===== config.mk =====
export PLATFORM = sky130hd
export DESIGN_NAME = spi_mux_top
export DESIGN_NICKNAME = d
export VERILOG_FILES = /design/src/hw/spi_mux_pkg.sv /design/src/hw/spi_frame_shifter.sv /design/src/hw/reg_bank.sv /design/src/hw/periph_router.sv /design/src/hw/spi_mux_top.sv
export SDC_FILE = /design/constraint.sdc
export NUM_CORES = 1
export LEC_CHECK = 0
export ABC_AREA = 1
export BUFFER_PORTS_ARGS = -buffer_cell sky130_fd_sc_hd__clkbuf_2
export CORE_UTILIZATION = 45
export DETAILED_ROUTE_END_ITERATION = 10
export SETUP_SLACK_MARGIN = 0.15
export SLEW_MARGIN = 30
export SYNTH_ARGS = -nofsm -noshare
export SYNTH_HDL_FRONTEND = slang
export SYNTH_SLANG_ARGS = --single-unit

===== constraint.sdc =====
create_clock -name clk -period 7.2 [get_ports clk]
set_clock_uncertainty 0.15 [all_clocks]
set_input_delay 0.72 -clock clk [delete_from_list [all_inputs] [get_ports clk]]
set_output_delay 0.72 -clock clk [all_outputs]
set_load 0.02 [all_outputs]

===== src/hw/spi_mux_pkg.sv =====
`default_nettype none

package spi_mux_pkg;

  //////////////////////////////
  // frame geometry

  localparam int FRAME_BITS  = 16;  // address byte then value byte
  localparam int N_PERIPH    = 8;   // select lanes behind the mux
  localparam int SYNC_STAGES = 2;   // flops per pin before edge detect

  // counter must hold one bit past a full frame for overrun
  localparam int CNT_W = $clog2(FRAME_BITS + 2);

  //////////////////////////////
  // basic vectors

  typedef logic [FRAME_BITS-1:0] spi_word_t;   // mosi shift word
  typedef logic [7:0]            reg_addr_t;   // high byte of a special frame
  typedef logic [7:0]            reg_data_t;   // low byte of a special frame
  typedef logic [N_PERIPH-1:0]   periph_vec_t; // one bit per peripheral lane
  typedef logic [CNT_W-1:0]      bit_cnt_t;    // bits clocked in this frame

  // dac control bits
  //   [0] ldac
  //   [1] reset
  //   [2] uni/bip a
  //   [3] uni/bip b
  typedef logic [3:0] dac_ctrl_t;

  //////////////////////////////
  // register map

  localparam reg_addr_t ADDR_LED = 8'd7;
  localparam reg_addr_t ADDR_MUX = 8'd8;
  localparam reg_addr_t ADDR_DAC = 8'd9;

  //////////////////////////////
  // frame and shifter types

  // decoded write request, same bit order as the wire
  typedef struct packed {
    reg_addr_t addr;  // sent first
    reg_data_t data;
  } reg_frame_t;

  typedef enum logic [1:0] {
    st_idle,     // no special frame in progress
    st_shift,    // clocking a special frame
    st_overrun   // too many bits, frame is dropped
  } shift_state_t;

endpackage

`default_nettype wire


===== src/hw/spi_frame_shifter.sv =====
`timescale 1ns/1ps
`default_nettype none

module spi_frame_shifter (
  input  logic                    clk,
  input  logic                    rst_n,
  input  logic                    sck,
  input  logic                    cs_n,
  input  logic                    mosi,
  input  logic                    special_n,
  input  spi_mux_pkg::reg_data_t  rd_data,
  output logic                    rd_req,
  output spi_mux_pkg::reg_addr_t  rd_addr,
  output logic                    wr_en,
  output spi_mux_pkg::reg_frame_t wr_frame,
  output logic                    spi_dout
);

  import spi_mux_pkg::*;

  //////////////////////////////
  // pin synchronizers

  logic [SYNC_STAGES-1:0] sck_sync;
  logic [SYNC_STAGES-1:0] cs_sync;
  logic [SYNC_STAGES-1:0] mosi_sync;
  logic [SYNC_STAGES-1:0] spec_sync;
  logic                   sck_s;
  logic                   cs_s;
  logic                   mosi_s;
  logic                   spec_s;
  logic                   sck_q;    // previous synced sck
  logic                   cs_q;     // previous synced cs_n
  logic                   sck_rise;
  logic                   sck_fall;
  logic                   cs_fall;
  logic                   cs_rise;

  always_ff @(posedge clk)
  begin
    if (!rst_n)
    begin
      sck_sync  <= '0;
      cs_sync   <= '1;  // deselected
      mosi_sync <= '0;
      spec_sync <= '1;
      sck_q     <= 1'b0;
      cs_q      <= 1'b1;
    end
    else
    begin
      sck_sync  <= {sck_sync[SYNC_STAGES-2:0], sck};
      cs_sync   <= {cs_sync[SYNC_STAGES-2:0], cs_n};
      mosi_sync <= {mosi_sync[SYNC_STAGES-2:0], mosi};
      spec_sync <= {spec_sync[SYNC_STAGES-2:0], special_n};
      sck_q     <= sck_s;
      cs_q      <= cs_s;
    end
  end

  assign sck_s  = sck_sync[SYNC_STAGES-1];
  assign cs_s   = cs_sync[SYNC_STAGES-1];
  assign mosi_s = mosi_sync[SYNC_STAGES-1];  // same delay as sck, so sampled in step
  assign spec_s = spec_sync[SYNC_STAGES-1];

  assign sck_rise = sck_s & ~sck_q;
  assign sck_fall = ~sck_s & sck_q;
  assign cs_fall  = ~cs_s & cs_q;
  assign cs_rise  = cs_s & ~cs_q;

  //////////////////////////////
  // frame fsm

  shift_state_t state;
  bit_cnt_t     bit_cnt;
  spi_word_t    in_sr;    // mosi bits, msb first
  reg_data_t    out_sr;   // read data going out on miso
  logic         rd_load;  // rd_data valid this cycle

  always_ff @(posedge clk)
  begin
    if (!rst_n)
    begin
      state   <= st_idle;
      bit_cnt <= '0;
      rd_req  <= 1'b0;
      wr_en   <= 1'b0;
    end
    else
    begin
      rd_req <= 1'b0;  // strobes
      wr_en  <= 1'b0;
      if (cs_fall)
      begin
        bit_cnt <= '0;
        // special_n sampled through the same delay as cs_n
        state   <= spec_s ? st_idle : st_shift;
      end
      else
      begin
        case (state)
          st_shift:
          begin
            if (cs_rise)
            begin
              wr_en <= (bit_cnt == bit_cnt_t'(FRAME_BITS));  // exact length only
              state <= st_idle;
            end
            else if (sck_rise)
            begin
              bit_cnt <= bit_cnt + 1'b1;
              if (bit_cnt == bit_cnt_t'(FRAME_BITS))
                state <= st_overrun;  // 17th bit
              rd_req <= (bit_cnt == bit_cnt_t'(FRAME_BITS / 2 - 1));  // 8th bit
            end
          end
          st_overrun:
          begin
            if (cs_rise)
              state <= st_idle;  // frame dropped, no write
          end
          default:
          begin
            state <= st_idle;  // normal frames pass by
          end
        endcase
      end
    end
  end

  // payload shifter
  always_ff @(posedge clk)
  begin
    if (state == st_shift && sck_rise && !cs_fall && bit_cnt < bit_cnt_t'(FRAME_BITS))
      in_sr <= {in_sr[FRAME_BITS-2:0], mosi_s};
  end

  // address is the low byte of in_sr right after the 8th shift
  assign rd_addr  = reg_addr_t'(in_sr[$bits(reg_addr_t)-1:0]);
  // in_sr is frozen from the last sck rise until the next cs fall
  assign wr_frame = reg_frame_t'(in_sr);

  //////////////////////////////
  // miso side

  always_ff @(posedge clk)
  begin
    if (!rst_n)
    begin
      rd_load <= 1'b0;
      out_sr  <= '0;
    end
    else
    begin
      rd_load <= rd_req;  // bank answers one cycle after rd_req
      if (cs_fall)
        out_sr <= '0;  // zeros during the address byte
      else if (rd_load)
        out_sr <= rd_data;
      // fall after bit 8 is skipped so the msb holds through the bit 9 rise
      else if (sck_fall && state == st_shift && bit_cnt > bit_cnt_t'(FRAME_BITS / 2))
        out_sr <= {out_sr[$bits(reg_data_t)-2:0], 1'b0};
    end
  end

  assign spi_dout = out_sr[$bits(reg_data_t)-1];

  //////////////////////////////
  // checks

  // a read strobe is bound to an sck rise, a write strobe to a cs rise
  a_no_rd_wr_overlap: assert property (@(posedge clk) disable iff (!rst_n)
    !(rd_req && wr_en));

  a_wr_exact_len: assert property (@(posedge clk) disable iff (!rst_n)
    wr_en |-> $past(state == st_shift) && bit_cnt == bit_cnt_t'(FRAME_BITS));

endmodule

`default_nettype wire


===== src/hw/reg_bank.sv =====
`timescale 1ns/1ps
`default_nettype none

module reg_bank (
  input  logic                     clk,
  input  logic                     rst_n,
  input  logic                     rd_req,
  input  logic                     wr_en,
  input  spi_mux_pkg::reg_addr_t   rd_addr,
  input  spi_mux_pkg::reg_frame_t  wr_frame,
  output spi_mux_pkg::reg_data_t   rd_data,
  output spi_mux_pkg::periph_vec_t mux_sel,
  output spi_mux_pkg::reg_data_t   led,
  output spi_mux_pkg::dac_ctrl_t   dac_ctrl
);

  import spi_mux_pkg::*;

  //////////////////////////////
  // write side

  // one commit per exact-length special frame
  always_ff @(posedge clk)
  begin
    if (!rst_n)
    begin
      mux_sel  <= '0;  // all peripherals deselected
      led      <= '0;
      dac_ctrl <= '0;
    end
    else if (wr_en)
    begin
      case (wr_frame.addr)
        ADDR_LED:
        begin
          led <= wr_frame.data;
        end
        ADDR_MUX:
        begin
          mux_sel <= periph_vec_t'(wr_frame.data);
        end
        ADDR_DAC:
        begin
          // only ldac, reset and the two uni/bip bits exist
          dac_ctrl <= dac_ctrl_t'(wr_frame.data[$bits(dac_ctrl_t)-1:0]);
        end
        default:
        begin
          // unknown address, nothing stored
        end
      endcase
    end
  end

  //////////////////////////////
  // read side

  reg_data_t rd_mux;

  always_comb
  begin
    case (rd_addr)
      ADDR_LED: rd_mux = led;
      ADDR_MUX: rd_mux = reg_data_t'(mux_sel);
      ADDR_DAC: rd_mux = reg_data_t'(dac_ctrl);  // zero extended
      default:  rd_mux = '0;                     // unmapped reads as zero
    endcase
  end

  // captured once per frame, held while the shifter sends it out
  always_ff @(posedge clk)
  begin
    if (rd_req)
      rd_data <= rd_mux;
  end

  //////////////////////////////
  // checks

  // registers move only as the result of a committed write
  a_reg_change_after_wr: assert property (@(posedge clk) disable iff (!rst_n)
    !$stable({mux_sel, led, dac_ctrl}) |-> $past(wr_en));

endmodule

`default_nettype wire


===== src/hw/periph_router.sv =====
`timescale 1ns/1ps
`default_nettype none

module periph_router (
  input  logic                     cs_n,
  input  logic                     special_n,
  input  logic                     sck,
  input  logic                     mosi,
  input  logic                     spi_dout,
  input  spi_mux_pkg::periph_vec_t mux_sel,
  input  spi_mux_pkg::periph_vec_t periph_miso,
  output spi_mux_pkg::periph_vec_t periph_cs_n,
  output logic                     periph_sck,
  output logic                     periph_mosi,
  output logic                     miso
);

  //////////////////////////////
  // select fan-out

  // purely combinational, pin to pin with no clk delay
  spi_mux_pkg::periph_vec_t sel_n;       // selects for a normal frame
  spi_mux_pkg::periph_vec_t miso_masked;
  logic                     periph_any;  // or of enabled peripherals

  // lane is selected only if enabled in mux and cs_n is low
  assign sel_n = cs_n ? '1 : ~mux_sel;

  // disabled lanes may float or drive garbage, masked off here
  assign miso_masked = periph_miso & mux_sel;
  assign periph_any  = |miso_masked;

  always_comb
  begin
    if (!special_n)
    begin
      periph_cs_n = '1;        // register frame, keep peripherals out
      miso        = spi_dout;  // register bank answers
    end
    else
    begin
      periph_cs_n = sel_n;
      miso        = periph_any;
    end
  end

  //////////////////////////////
  // shared clock and data

  // sck and mosi go to every lane, the select decides who listens
  assign periph_sck  = sck;
  assign periph_mosi = mosi;

endmodule

`default_nettype wire


===== src/hw/spi_mux_top.sv =====
`timescale 1ns/1ps
`default_nettype none

module spi_mux_top (
  input  logic                     clk,
  input  logic                     rst_n,
  input  logic                     sck,
  input  logic                     cs_n,
  input  logic                     mosi,
  input  logic                     special_n,
  input  spi_mux_pkg::periph_vec_t periph_miso,
  output logic                     miso,
  output spi_mux_pkg::periph_vec_t periph_cs_n,
  output logic                     periph_sck,
  output logic                     periph_mosi,
  output spi_mux_pkg::reg_data_t   led,
  output spi_mux_pkg::dac_ctrl_t   dac_ctrl
);

  import spi_mux_pkg::*;

  //////////////////////////////
  // internal nets

  logic        rd_req;
  reg_addr_t   rd_addr;
  logic        wr_en;
  reg_frame_t  wr_frame;
  reg_data_t   rd_data;
  periph_vec_t mux_sel;
  logic        spi_dout;  // register bank miso before the router

  spi_frame_shifter u_shifter (
    .clk       (clk),
    .rst_n     (rst_n),
    .sck       (sck),
    .cs_n      (cs_n),
    .mosi      (mosi),
    .special_n (special_n),
    .rd_data   (rd_data),
    .rd_req    (rd_req),
    .rd_addr   (rd_addr),
    .wr_en     (wr_en),
    .wr_frame  (wr_frame),
    .spi_dout  (spi_dout)
  );

  reg_bank u_regs (
    .clk      (clk),
    .rst_n    (rst_n),
    .rd_req   (rd_req),
    .wr_en    (wr_en),
    .rd_addr  (rd_addr),
    .wr_frame (wr_frame),
    .rd_data  (rd_data),
    .mux_sel  (mux_sel),
    .led      (led),
    .dac_ctrl (dac_ctrl)
  );

  // raw pins here, router has no clk
  periph_router u_router (
    .cs_n        (cs_n),
    .special_n   (special_n),
    .sck         (sck),
    .mosi        (mosi),
    .spi_dout    (spi_dout),
    .mux_sel     (mux_sel),
    .periph_miso (periph_miso),
    .periph_cs_n (periph_cs_n),
    .periph_sck  (periph_sck),
    .periph_mosi (periph_mosi),
    .miso        (miso)
  );

endmodule

`default_nettype wire


# == Word-level counts from Yosys, hierarchy flattened ==
# Cells that the tools add are included.
# totals
reg_bits,72
inputBits,14
output_inout_bits,23
# op_classes
addsub,1
order_cmp,2
n_eq_ne,13
n_mux,13
n_bitwise,14
n_reduce_logical,16
# op_table
op,count
$eq A8 B4 Y1 const B,4
$mux W8,4
$pmux W8 S3,1
$eq A8 B3 Y1 const B,2
$mux W2,5
$and A8 B8 Y8,1
$ne A4 B1 Y1 const B,2
$not A1 Y1,8
$not A8 Y8,1
$reduce_or A8 Y1,1
$reduce_and A2 Y1,3
$reduce_and A3 Y1,2
$add A5 B1 Y5 const B,1
$eq A5 B3 Y1 const B,1
$eq A5 B5 Y1 const B,1
$gt A5 B4 Y1 const B,1
$logic_and A1 B1 Y1,5
$lt A5 B5 Y1 const B,1
$reduce_or A5 Y1,1
$and A1 B1 Y1,4
$pmux W2 S2,1
$reduce_or A4 Y1,1
$ne A3 B1 Y1 const B,1
$eq A2 B1 Y1 const B,1
5 further kinds,6

# == Longest topological paths before layout ==
# Gate-level depths: netlist of run 1.
# logic_depth
depth_word,6
ltp_mapped,9

# == By module ==
# From an unflattened synthesis of run 1, not the netlist that was laid out.
# hier_totals
hier_cells,405
area_unflattened_um2,3209.3
# modules_own_cells
module,instances,cells_each,area_per_inst_um2,seq_area_each_um2
spi_frame_shifter,1,196,1790.5,1041.0
reg_bank,1,179,1291.2,640.6
periph_router,1,30,127.6,0.0

# == Worst setup path before layout of run 1 ==
# No wires, ideal clock.
# synth_timing
path_type,register to register
from,reg u_shifter.cs_sync[1]
to,"reg u_shifter.in_sr[0] (netlist: u_shifter.wr_frame[0]), enable pin"
setup_time_ns,0.430
arrival_time_ns,2.197
slack_ns,4.423
path_stages_with_launch,4
cell_sequence,dfxtp_1 -> inv_1 -> ha_1 -> nor4_1
# synth_between
elab_chain_len,5
# synth_lines
item,line,text
start: declaration,spi_frame_shifter.sv:25,logic [SYNC_STAGES-1:0] cs_sync;
start signal: assignment,spi_frame_shifter.sv:53,"cs_sync <= {cs_sync[SYNC_STAGES-2:0], cs_n};"
$not A1 Y1,spi_frame_shifter.sv:68,assign cs_fall = ~cs_s & cs_q;
$and A1 B1 Y1,spi_frame_shifter.sv:68,
$logic_not A1 Y1,spi_frame_shifter.sv:134,if (state == st_shift && sck_rise && !cs_fall && bit_cnt < bit_cnt_t'(FRAME_BITS))
$logic_and A1 B1 Y1 (2 in a row),spi_frame_shifter.sv:134,
end signal: assignment,spi_frame_shifter.sv:135,"in_sr <= {in_sr[FRAME_BITS-2:0], mosi_s};"
end: declaration,spi_frame_shifter.sv:76,spi_word_t in_sr;
# No other way between the ends.
# A chain may end at the register's enable or synchronous reset.

# == Worst setup path after layout of run 1 ==
# layout_timing
from,in special_n
to,out miso
# layout_between
elab_chain_len,1
# layout_lines
item,line,text
start: declaration,spi_mux_top.sv:10,"input logic special_n,"
$mux W1,periph_router.sv:35,if (!special_n)
end: declaration,spi_mux_top.sv:12,"output logic miso,"
# No other way between the ends.

==> summary.md, run 1 <==
| Metric | Value |
|---|---|
| Status | completed |
| Hold Fails Final Rpt | 0 |
| CTS Hold Bufs | 0 |
| Die height | 86.32 um |
| Max clock buf depth | 2 |
| Global Route Usage Sum | 18.82% |
| Drt pass-1 iters | 4 |
| Top cells by area, synth | dfxtp_1 (30%), edfxtp_1 (23%), nand2_1 (9.2%), nand3_1 (8.4%), nor2_1 (4.7%) |
| Yosys cell types | 35 |
| Max-slew violations | 0 |
| Reg2reg start | u_shifter.wr_frame[5]$_DFFE_PP_ |
| Hold Crit Start | u_shifter.mosi_sync[1]$_SDFF_PN0_ |
| Largest net degree at the start of global routing | 35 |
| Avg WL per Cell | 12.41 um |
| Period minus WS final | 2232 ps |
| CP peak stage delay | 190 ps |
| H-tree Lvls | 3 |
| First-pass GRT wire length | 10.62 mm |
| Routability-driven placement congestion ratio | 0.7562 |
| Worst Path Arrival | 1360 ps |
| Hold Crit Class | reg -> reg |
| FF-to-FF path depth | 5 |
| CTS buffer count | 9 |
| Die area | 0.007451 mm^2 |
| Drt via density | 4.840 |
| Filler-free cell count of the finished design | 511 |
| Most frequent cells in the layout | nand2_1 (78), nand3_1 (54), dfxtp_1 (48) |
| Via count | 2473 |
| Nets@finish | 428 |
| Post-Synthesis Cells | 376 |
| Area growth syn-to-layout | 12.51% |
| Slowest CP cell | clkbuf_2 |
| Max cap viols | 0 |
| Worst skew pair latency | 340 ps |
| Worst Setup SP | special_n |
| PwrDens | 199.3 mW/mm^2 |
| Yosys warnings | 0 |
| Compound-gate portion of the synthesized area | 6.961% |
| Clk root buf | clkbuf_8 |
| Startpoint types | input port |
| Post-synthesis cell area | 0.003199 mm^2 |
| Fin crit share | 31.00% |
| Core Footprint | 0.006832 mm^2 |
| DR iter-0 viols | 149 |
| Synth area leader | dfxtp_1 |
| Site Rows | 30 |
| Adder-cell share of the synthesized area | 1.564% |
| Post-synth top area share | 30.04% |
| Placed cell count | 495 |
| Initial core utilization | 46.83% |
| CTS tree | yes |
| CTS clk-pin slew, worst paths | 70 ps |
| Die Wd | 86.32 um |
| Dpl hpwl | 4.500 mm |
| Critical Path End Type | output port |
| Worst Tran Pin Value | 664.8 ps |
| Post-Synth XOR/XNOR Area | 0.2738% |
| Synth Register Bits | 72 |
| Synth Area in Simple Gates | 31.09% |
| DRC violations left | 0 |
| Most common cell after layout, fill and taps aside | nand2_1 |
| Slew headroom | 55.54% |
| Mapped Nets | 394 |
| Hold depth | 0 |
| Avg Inst Size Synth | 8.509 um^2 |
| Final antenna-violating net count | 0 |
| Post-synth EDFFs | 24 |
| CTS Sinks | 72 |
| Vias in the first global route | 2223 |
| Final setup TNS | 0 ps |
| Final setup vio count | 0 |
| Crit path top cell by count | clkbuf_2 |
| Cts repair resizes | 0 |
| WP data required | 6330 ps |
| Port bufs | 36 |
| Worst-path fanout max | 10 |
| VDD IR max | 112.9 uV |
| Post-synthesis async set-or-reset flop share | 0% |
| RSZ-0062 raised after global routing | false |
| Worst-path cell chain | clkbuf_2 -> inv_1 -> nor2_1 -> a31oi_1 -> clkbuf_2 |
| Post-CTS Repair Setup Buffers | 0 |
| Mux contribution to synthesized area | 0% |
| Post-synth top flop | dfxtp_1 |
| Largest family of logic cells by synthesized area | simple AND/OR/NAND/NOR gates |
| Total gr overflow | 0 |
| Share of layout cells above drive strength 1 | 22.65% |
| Setup Crit Path Kind | in -> out |
| Initial antenna violation count | 0 |
| Routed WL | 6.339 mm |
| # diodes | 0 |
| Seq/Total Area, Yosys | 52.56% |
| Leakage | 1.503 nW |
| Number of I/O pins | 37 |
| FMAX | 448.0 MHz |
[per-layer routing]
metal / GRT usage, % / part of all wire (%)
met5: 0 / 0
met4: 8.333 / 1.7
met3: 3.429 / 3.6
met2: 28.64 / 45
met1: 26.23 / 50
[cell type report]
cell class / count / area [um^2]
well taps: 96 / 120.1
multi-input cells: 250 / 1294
clock buffers: 10 / 127.6
flip-flops and latches: 72 / 1682
fillers: 670 / 3232
clock inverters: 6 / 36.28
inverters: 40 / 152.6
repair buffers: 37 / 187.7
[critical path, delay by kind of cell]
family,cells,cell delay [ps]
compound gates,1,150
buf+inv,3,450
simple gates,1,50
[synthesized netlist by cell type, types with 4 or more instances]
library cell,count
a21oi_1,17
a21oi_2,7
buf_2,5
clkbuf_1,4
dfxtp_1,48
edfxtp_1,24
ha_1,4
inv_1,29
inv_2,9
nand2_1,78
nand2_2,12
nand3_1,54
nand3b_1,4
nor2_1,40
o21ai_0,9
[cell families (layout without fill, tap and decap cells)]
| kind of cell | count (synthesis) | in the layout |
|---|---|---|
| and+or+nand+nor | 207 | 207 |
| xor gates and xnor gates | 1 | 1 |
| buffers and inverters | 54 | 93 |
| DFF | 72 | 72 |
| adders and majority gates | 4 | 4 |
| AOI/OAI and AO/OA | 38 | 38 |
[state kept, by name, summed over array words and instances (netlist names), 2 cells and up]
name and cells:
u_shifter.wr_frame 16, u_regs.led 8, u_regs.mux_sel 8, u_regs.rd_data 8, u_shifter.out_sr 8, u_shifter.bit_cnt 5, u_regs.dac_ctrl 4, u_shifter.cs_sync 2
u_shifter.mosi_sync 2, u_shifter.sck_sync 2, u_shifter.spec_sync 2, u_shifter.state 2
[through the flow]
step | area (um^2) | total power [W] | hold WS (ps) | setup slack (ps) | utilization (%)
finish | 3600 | 0.0007175 | 257.2 | 4968 | 52.69
global route | 3600 | 0.0007519 | 276.2 | 4900 | 52.69
CTS | 3593 | 0.0007272 | 261.4 | 4962 | 52.60
detailed placement | 3430 | 0.0004552 | 239.6 | 4751 | 50.20
global placement | 3430 | 0.0004549 | 231.2 | 4774 | 50.20
floorplan | 3199 | 0.0004479 | 229.5 | 4423 | -
[power breakdown]
| part | internal [W] | switching [W] |
|---|---|---|
| clock | 0.000123 | 0.000149 |
| combinational | 0.00000811 | 0.0000160 |
| sequential | 0.000420 | 0.00000156 |
[final timing paths]
path | to | slack (ps)
worst max-delay path | miso | 4970
worst min-delay path | u_shifter.wr_frame[0]$_DFFE_PP_ | 260
worst max register to register | u_regs.rd_data[1]$_DFFE_PP_ | 5360
worst min register to register | u_shifter.wr_frame[0]$_DFFE_PP_ | 260
No activity file was read; power rests on OpenSTA's default activity.
==> run 2, diff against run 1 <==
ABC_AREA = 0   (was 1)
clock period = 2.12 ns   (was 7.2 ns; I/O delays follow)
==> run 2 against run 1 <==
Against the previous run:
- via count shrank 14%
- sequential power rose to 3.4 times the previous value
- critical path type unchanged
- largest power group unchanged
- final area decreased by 5.9%
- utilization rose by 3.2 points
- critical endpoint is now periph_cs_n[6]
- global-route usage grew 1.9 points
==> summary.md, run 2 <==
| Metric | Value |
|---|---|
| Status | completed |
| Number of I/O pins | 37 |
| Slew headroom | 62.66% |
| Vias in the first global route | 1915 |
| Largest net degree at the start of global routing | 42 |
| Worst-path fanout max | 8 |
| Register area | 0.001682 mm^2 |
| Synth Register Bits | 72 |
| Worst Setup SP | special_n |
| Hold depth | 3 |
| Setup Crit Path Kind | in -> out |
| VDD IR max | 478.5 uV |
| Post-synthesis cell area | 0.002898 mm^2 |
| Post-synthesis async set-or-reset flop share | 0% |
| Crit path buffers/inverters | 4 |
| Worst Tran Pin Value | 560.2 ps |
| First-pass GRT wire length | 9.949 mm |
| CP delay by family, top | buffers and inverters |
| Reg2reg start | u_shifter.wr_frame[4]$_DFFE_PP_ |
| Die height | 82.25 um |
| Startpoint types | input port |
| Critical Path End Type | output port |
| # diodes | 0 |
| Drt pass-1 iters | 5 |
| Crit path top cell by count | clkbuf_2 |
| RSZ-0062 raised after global routing | false |
| Met3 wire length | 259 um |
| WL met2 | 2.817 mm |
| Synth area leader | dfxtp_1 |
| Dpl hpwl | 4.165 mm |
| Stages on worst setup path | 6 |
| Share of layout cells above drive strength 1 | 19.29% |
| Most frequent cells in the layout | dfxtp_1 (48), clkbuf_2 (36), edfxtp_1 (24) |
| Worst-path cell chain | dlygate4sd3_1 -> clkbuf_2 -> nor2b_1 -> buf_4 -> nand2_1 -> clkbuf_2 |
| Hold Fails Final Rpt | 0 |
| CTS buffer count | 9 |
| PwrDens | 763.6 mW/mm^2 |
| Seq/Total Area, Yosys | 58.03% |
| Fin crit share | 85.77% |
| Fin Hold WS | 193.5 ps |
| WL met1 | 3.048 mm |
| Area growth syn-to-layout | 16.84% |
| Yosys cell types | 38 |
| Final setup vio count | 0 |
| Core Footprint | 0.006061 mm^2 |
| Routed WL | 6.190 mm |
| Yosys warnings | 0 |
| Worst Path Arrival | 1460 ps |
| Routability-driven placement congestion ratio | 0.7661 |
| Period minus WS final | 1818 ps |
| Most common cell after layout, fill and taps aside | dfxtp_1 |
| Port bufs | 36 |
| CTS clk-pin slew, worst paths | 70 ps |
| Worst skew pair latency | 340 ps |
| DR iter-0 viols | 161 |
| CTS tree | yes |
| DRC violations left | 0 |
| Initial antenna violation count | 0 |
| Die Wd | 82.25 um |
| Max-slew violations | 0 |
| Leakage | 1.264 nW |
| Global Route Usage Sum | 20.73% |
| Post-synth top area share | 33.16% |
| Max FFs per register | 16 |
| CP peak stage delay | 530 ps |
| Avg Inst Size Synth | 10.94 um^2 |
| Clk root buf | clkbuf_8 |
| Final setup TNS | 0 ps |
| Most instantiated cells after synthesis | dfxtp_1 (48), edfxtp_1 (24), o21ai_0 (22), nand2_1 (20), inv_1 (16) |
| Total gr overflow | 0 |
| DR top layer | met4 |
| Post-Synthesis Cells | 265 |
| Mapped Nets | 283 |
| Critical path endpoint | periph_cs_n[6] |
| Count leader, synth | dfxtp_1 |
| Fillers | 549 |
| Hold Crit Class | in -> reg |
| Drt via density | 5.534 |
| Site Rows | 28 |
| FMAX | 550.0 MHz |
| Initial core utilization | 47.81% |
| Reg2reg end | u_regs.rd_data[3]$_DFFE_PP_ |
| Final antenna-violating net count | 0 |
| Via count | 2136 |
| Post-synth top flop | dfxtp_1 |
| Top cells by area, synth | dfxtp_1 (33%), edfxtp_1 (25%), o21ai_0 (3.8%), mux2i_1 (2.8%), a221oi_1 (2.7%) |
| H-tree Lvls | 3 |
| Post-synth EDFFs | 24 |
| Area of the multi-input gates | 0.001094 mm^2 |
| Slowest CP cell | dlygate4sd3_1 |
| FF-to-FF path depth | 4 |
| Die area | 0.006764 mm^2 |
| Nets@finish | 324 |
| Max clock buf depth | 2 |
| Reg2reg setup slack | 310 ps |
| Max cap viols | 0 |
| WP data required | 1760 ps |
| Avg WL per Cell | 16.04 um |
| Total design power | 0.002585 W |
| CTS Sinks | 72 |
## run 2: changes by cell type after synthesis, moves of 8 or more
cell      delta
nand3_1     -41
o21ai_0     +13
nor2_1      -32
nand2_1     -58
a21oi_1     -14
nand2_2     -12
mux2i_1      +8
nor2b_1     +12
inv_1       -13
inv_2        -9
a221oi_1     +9
## run 2: worst min-delay path by stage
stage	from	to	slack (ps)
after floorplan	rst_n	u_shifter.cs_sync[0]$_SDFF_PN1_	140
after detailed placement	u_shifter.spec_sync[0]$_SDFF_PN1_	u_shifter.spec_sync[1]$_SDFF_PN1_	240
after global routing	rst_n	u_shifter.cs_q$_SDFF_PN1_	210
after CTS	rst_n	u_shifter.cs_q$_SDFF_PN1_	180
final	rst_n	u_shifter.cs_q$_SDFF_PN1_	190
after global placement	u_shifter.spec_sync[0]$_SDFF_PN1_	u_shifter.spec_sync[1]$_SDFF_PN1_	240
## run 2: cells by family (layout without fill, tap and decap cells)
kind of cell	Yosys count	in the layout	share of synthesized area, %
compound gates	55	55	12.78
mux	8	8	2.763
fa+ha+maj	4	4	1.727
flops	72	72	58.03
xor+xnor	4	4	1.209
simple gates	91	91	18.91
buf+inv	31	77	4.577
## run 2: metal layers
metal	track usage, %	vias to the layer above
li1	-	1048
met1	28.65	1033
met2	29.34	51
met3	7.363	4
met4	8.246	0
met5	0	-
## run 2: area by class of cell
type / instances / area share [%]
multi-input combinational: 162 / 32.30
inverter: 16 / 1.774
sequential: 72 / 49.67
tap: 75 / 2.772
timing repair buffer: 45 / 7.613
clock buffer: 13 / 4.693
clock inverter: 3 / 1.183
## run 2: repair_timing
item | 4_1_cts | 5_1_grt
setup buffers | 0 | 0
endpoints found under the hold margin | 4 | 0
hold buffers | 4 | 0
endpoints found under the setup margin | 0 | 2
resized for setup | 0 | 2
## run 2: power breakdown
| group | total [W] | switching (W) | internal [W] |
|---|---|---|---|
| clock | 0.00109 | 0.000482 | 0.000605 |
| combinational | 0.0000709 | 0.0000396 | 0.0000313 |
| sequential | 0.00143 | 0.00000388 | 0.00142 |
| total | 0.00259 | 0.000525 | 0.00206 |
## run 2: per-stage QoR
stage / setup WS [ps] / utilization [%] / cells / area, um^2
final: 301.7 / 55.86 / 386 / 3386
after detailed placement: 303.3 / 51.84 / 366 / 3142
after CTS: 275.0 / 55.78 / 386 / 3381
after floorplan: 297.9 / - / 265 / 2903
after global placement: 353.5 / 51.84 / 366 / 3142
after global routing: 193.5 / 55.86 / 386 / 3386
## run 2: tightest hold or removal path, stage by stage
cell and delay (ps):
clkbuf_2 90, buf_4 250, nand2_1 90
==> run 3, diff against run 2 <==
CORE_MARGIN = 3   (was not set)
==> run 3 against run 2 <==
Against the previous run:
- count of clock-buffer cells in the layout is 1 lower
- sequential power hardly changed
- utilization is 0.41 points higher
- first-iteration DRC count is 1.2% lower
- maximum frequency is 1.3% lower
- clock power is 5% higher
- sequential share of layout area is 0.36 points lower
- non-clock buffer count is 1 higher
- final area is 0.74% higher
- global-route usage is 2.7 points lower
- worst setup slack worse by 25 ps
- power is 2.2% higher
==> summary.md, run 3 (synthesis gave the netlist of run 2 again) <==
| Metric | Value |
|---|---|
| Register area | 0.001682 mm^2 |
| Leakage | 1.274 nW |
| Layout Utilization | 56.28% |
| Routability-driven placement congestion ratio | 0.7791 |
| Slew headroom | 66.81% |
| Largest net degree at the start of global routing | 42 |
| Avg WL per Cell | 16.19 um |
| Share of layout cells above drive strength 1 | 20.19% |
| Area growth syn-to-layout | 17.70% |
| Hold Crit Class | in -> reg |
| Core Footprint | 0.006061 mm^2 |
| Final setup TNS | 0 ps |
| Combinational power share | 2.7% |
| Via count | 2134 |
| NetSw | 0.0005398 W |
| Site Rows | 28 |
| Setup Crit Path Kind | reg -> reg |
| Worst Path Arrival | 1900 ps |
| Global Route Usage Sum | 18.05% |
| CTS tree | yes |
| Startpoint types | flip-flop |
| Die area | 0.007438 mm^2 |
| CP peak stage delay | 490 ps |
| Max cap viols | 0 |
| Dpl hpwl | 4.324 mm |
| Hold Crit Start | rst_n |
| Most common cell after layout, fill and taps aside | dfxtp_1 |
| Drt pass-1 iters | 4 |
| Setup WS pre-CTS | 285.8 ps |
| Worst-path cell chain | nor4_1 -> and4b_2 -> a222oi_1 -> inv_1 |
| Drt via density | 5.514 |
| Hold Fails Final Rpt | 0 |
| Max-slew violations | 0 |
| Period minus WS final | 1843 ps |
| Clock power frac | 43.2% |
| Seq pwr share | 54.0% |
| # diodes | 0 |
| Fin crit share | 86.93% |
| Initial core utilization | 47.81% |
| Worst-path fanout max | 8 |
| Cell-internal power | 0.002102 W |
| Most frequent cells in the layout | dfxtp_1 (48), clkbuf_2 (36), edfxtp_1 (24) |
| Worst Setup SP | u_shifter.wr_frame[4]$_DFFE_PP_ |
| CTS buffer count | 9 |
| Die Wd | 86.25 um |
| FMAX | 542.6 MHz |
| CTS clk-pin slew, worst paths | 80 ps |
| RSZ-0062 raised after global routing | false |
| Area of the multi-input gates | 0.001095 mm^2 |
| Clk root buf | clkbuf_8 |
| First-pass GRT wire length | 10.13 mm |
| Number of I/O pins | 37 |
| Slowest CP cell | nor4_1 |
| Initial antenna violation count | 0 |
| Final antenna-violating net count | 0 |
| Final worst setup slack | 277.2 ps |
| WP data required | 2180 ps |
| Reg2reg start | u_shifter.wr_frame[4]$_DFFE_PP_ |
| VDD IR max | 564.5 uV |
| Fillers | 550 |
| Worst skew pair latency | 340 ps |
| Port bufs | 36 |
| Die height | 86.25 um |
| Worst Tran Pin Value | 497.2 ps |
| Total gr overflow | 0 |
| DRC violations left | 0 |
| Critical Path End Type | flip-flop |
| DR iter-0 viols | 159 |
| Final setup vio count | 0 |
| Status | completed |
| Max clock buf depth | 2 |
| Switching Share | 20.43% |
| CTS Sinks | 72 |
| Routed WL | 6.264 mm |
| Nets@finish | 325 |
| Vias in the first global route | 1940 |
| Max FFs per register | 16 |
| PwrDens | 774.7 mW/mm^2 |
| H-tree Lvls | 3 |
| Total design power | 0.002642 W |
==> run 3: path summary, 6_finish.rpt <==
check / slack (ps) / endpoint / cells past startpoint
worst max-delay path: 280 / u_regs.rd_data[2]$_DFFE_PP_ / 4
worst min-delay path: 130 / u_shifter.bit_cnt[1]$_SDFFE_PP0P_ / 3
worst max register to register: 280 / u_regs.rd_data[2]$_DFFE_PP_ / 4
worst min register to register: 260 / u_shifter.cs_sync[1]$_SDFF_PN1_ / 1
==> run 3: area by class of cell <==
class / instances / area share, %
clock buffer: 12 / 4.879
clock inverter: 4 / 1.431
inverter: 16 / 1.761
multi-input combinational: 162 / 32.10
sequential: 72 / 49.30
tap: 75 / 2.751
timing repair buffer: 46 / 7.777
==> run 3: metrics by stage <==
step | cell area [um^2] | hold slack [ps] | std cells
finish | 3411 | 133.3 | 387
global route | 3411 | 160.2 | 387
CTS | 3405 | 108.6 | 387
detailed placement | 3149 | 253.1 | 367
global placement | 3149 | 238.3 | 367
floorplan | 2903 | 135.0 | 265
==> run 3: worst max-delay path, delay by kind of cell (launching register included) <==
family,cells,cell delay [ps]
and+or+nand+nor,2,910
AOI/OAI and AO/OA,1,130
buffers and inverters,1,80
DFF,1,440
==> run 3: routing by layer <==
layer  part of all wire (%)  track usage (%)  vias up  wire length [um]
met4                    2.2            9.207        0               138
met3                    4.4            4.278       12               273
met5                      0                0        -                 0
met1                     49            25.66     1015              3062
li1                       -                -     1050                 -
met2                     45            25.65       57              2790
==> run 3: timing repair <==
action                                  CTS  global route
resized for setup                         0             3
endpoints found under the setup margin    0            10
setup buffers                             0             0
endpoints found under the hold margin     4             0
hold buffers                              4             0
==> run 3: power groups by stage <==
stage	clock (W)	combinational (W)	sequential, W
finish	0.00114	0.0000723	0.00143
global route	0.00124	0.0000801	0.00143
CTS	0.00118	0.0000729	0.00143
detailed placement	0	0.0000668	0.00146
global placement	0	0.0000674	0.00146
floorplan	0	0.0000408	0.00146
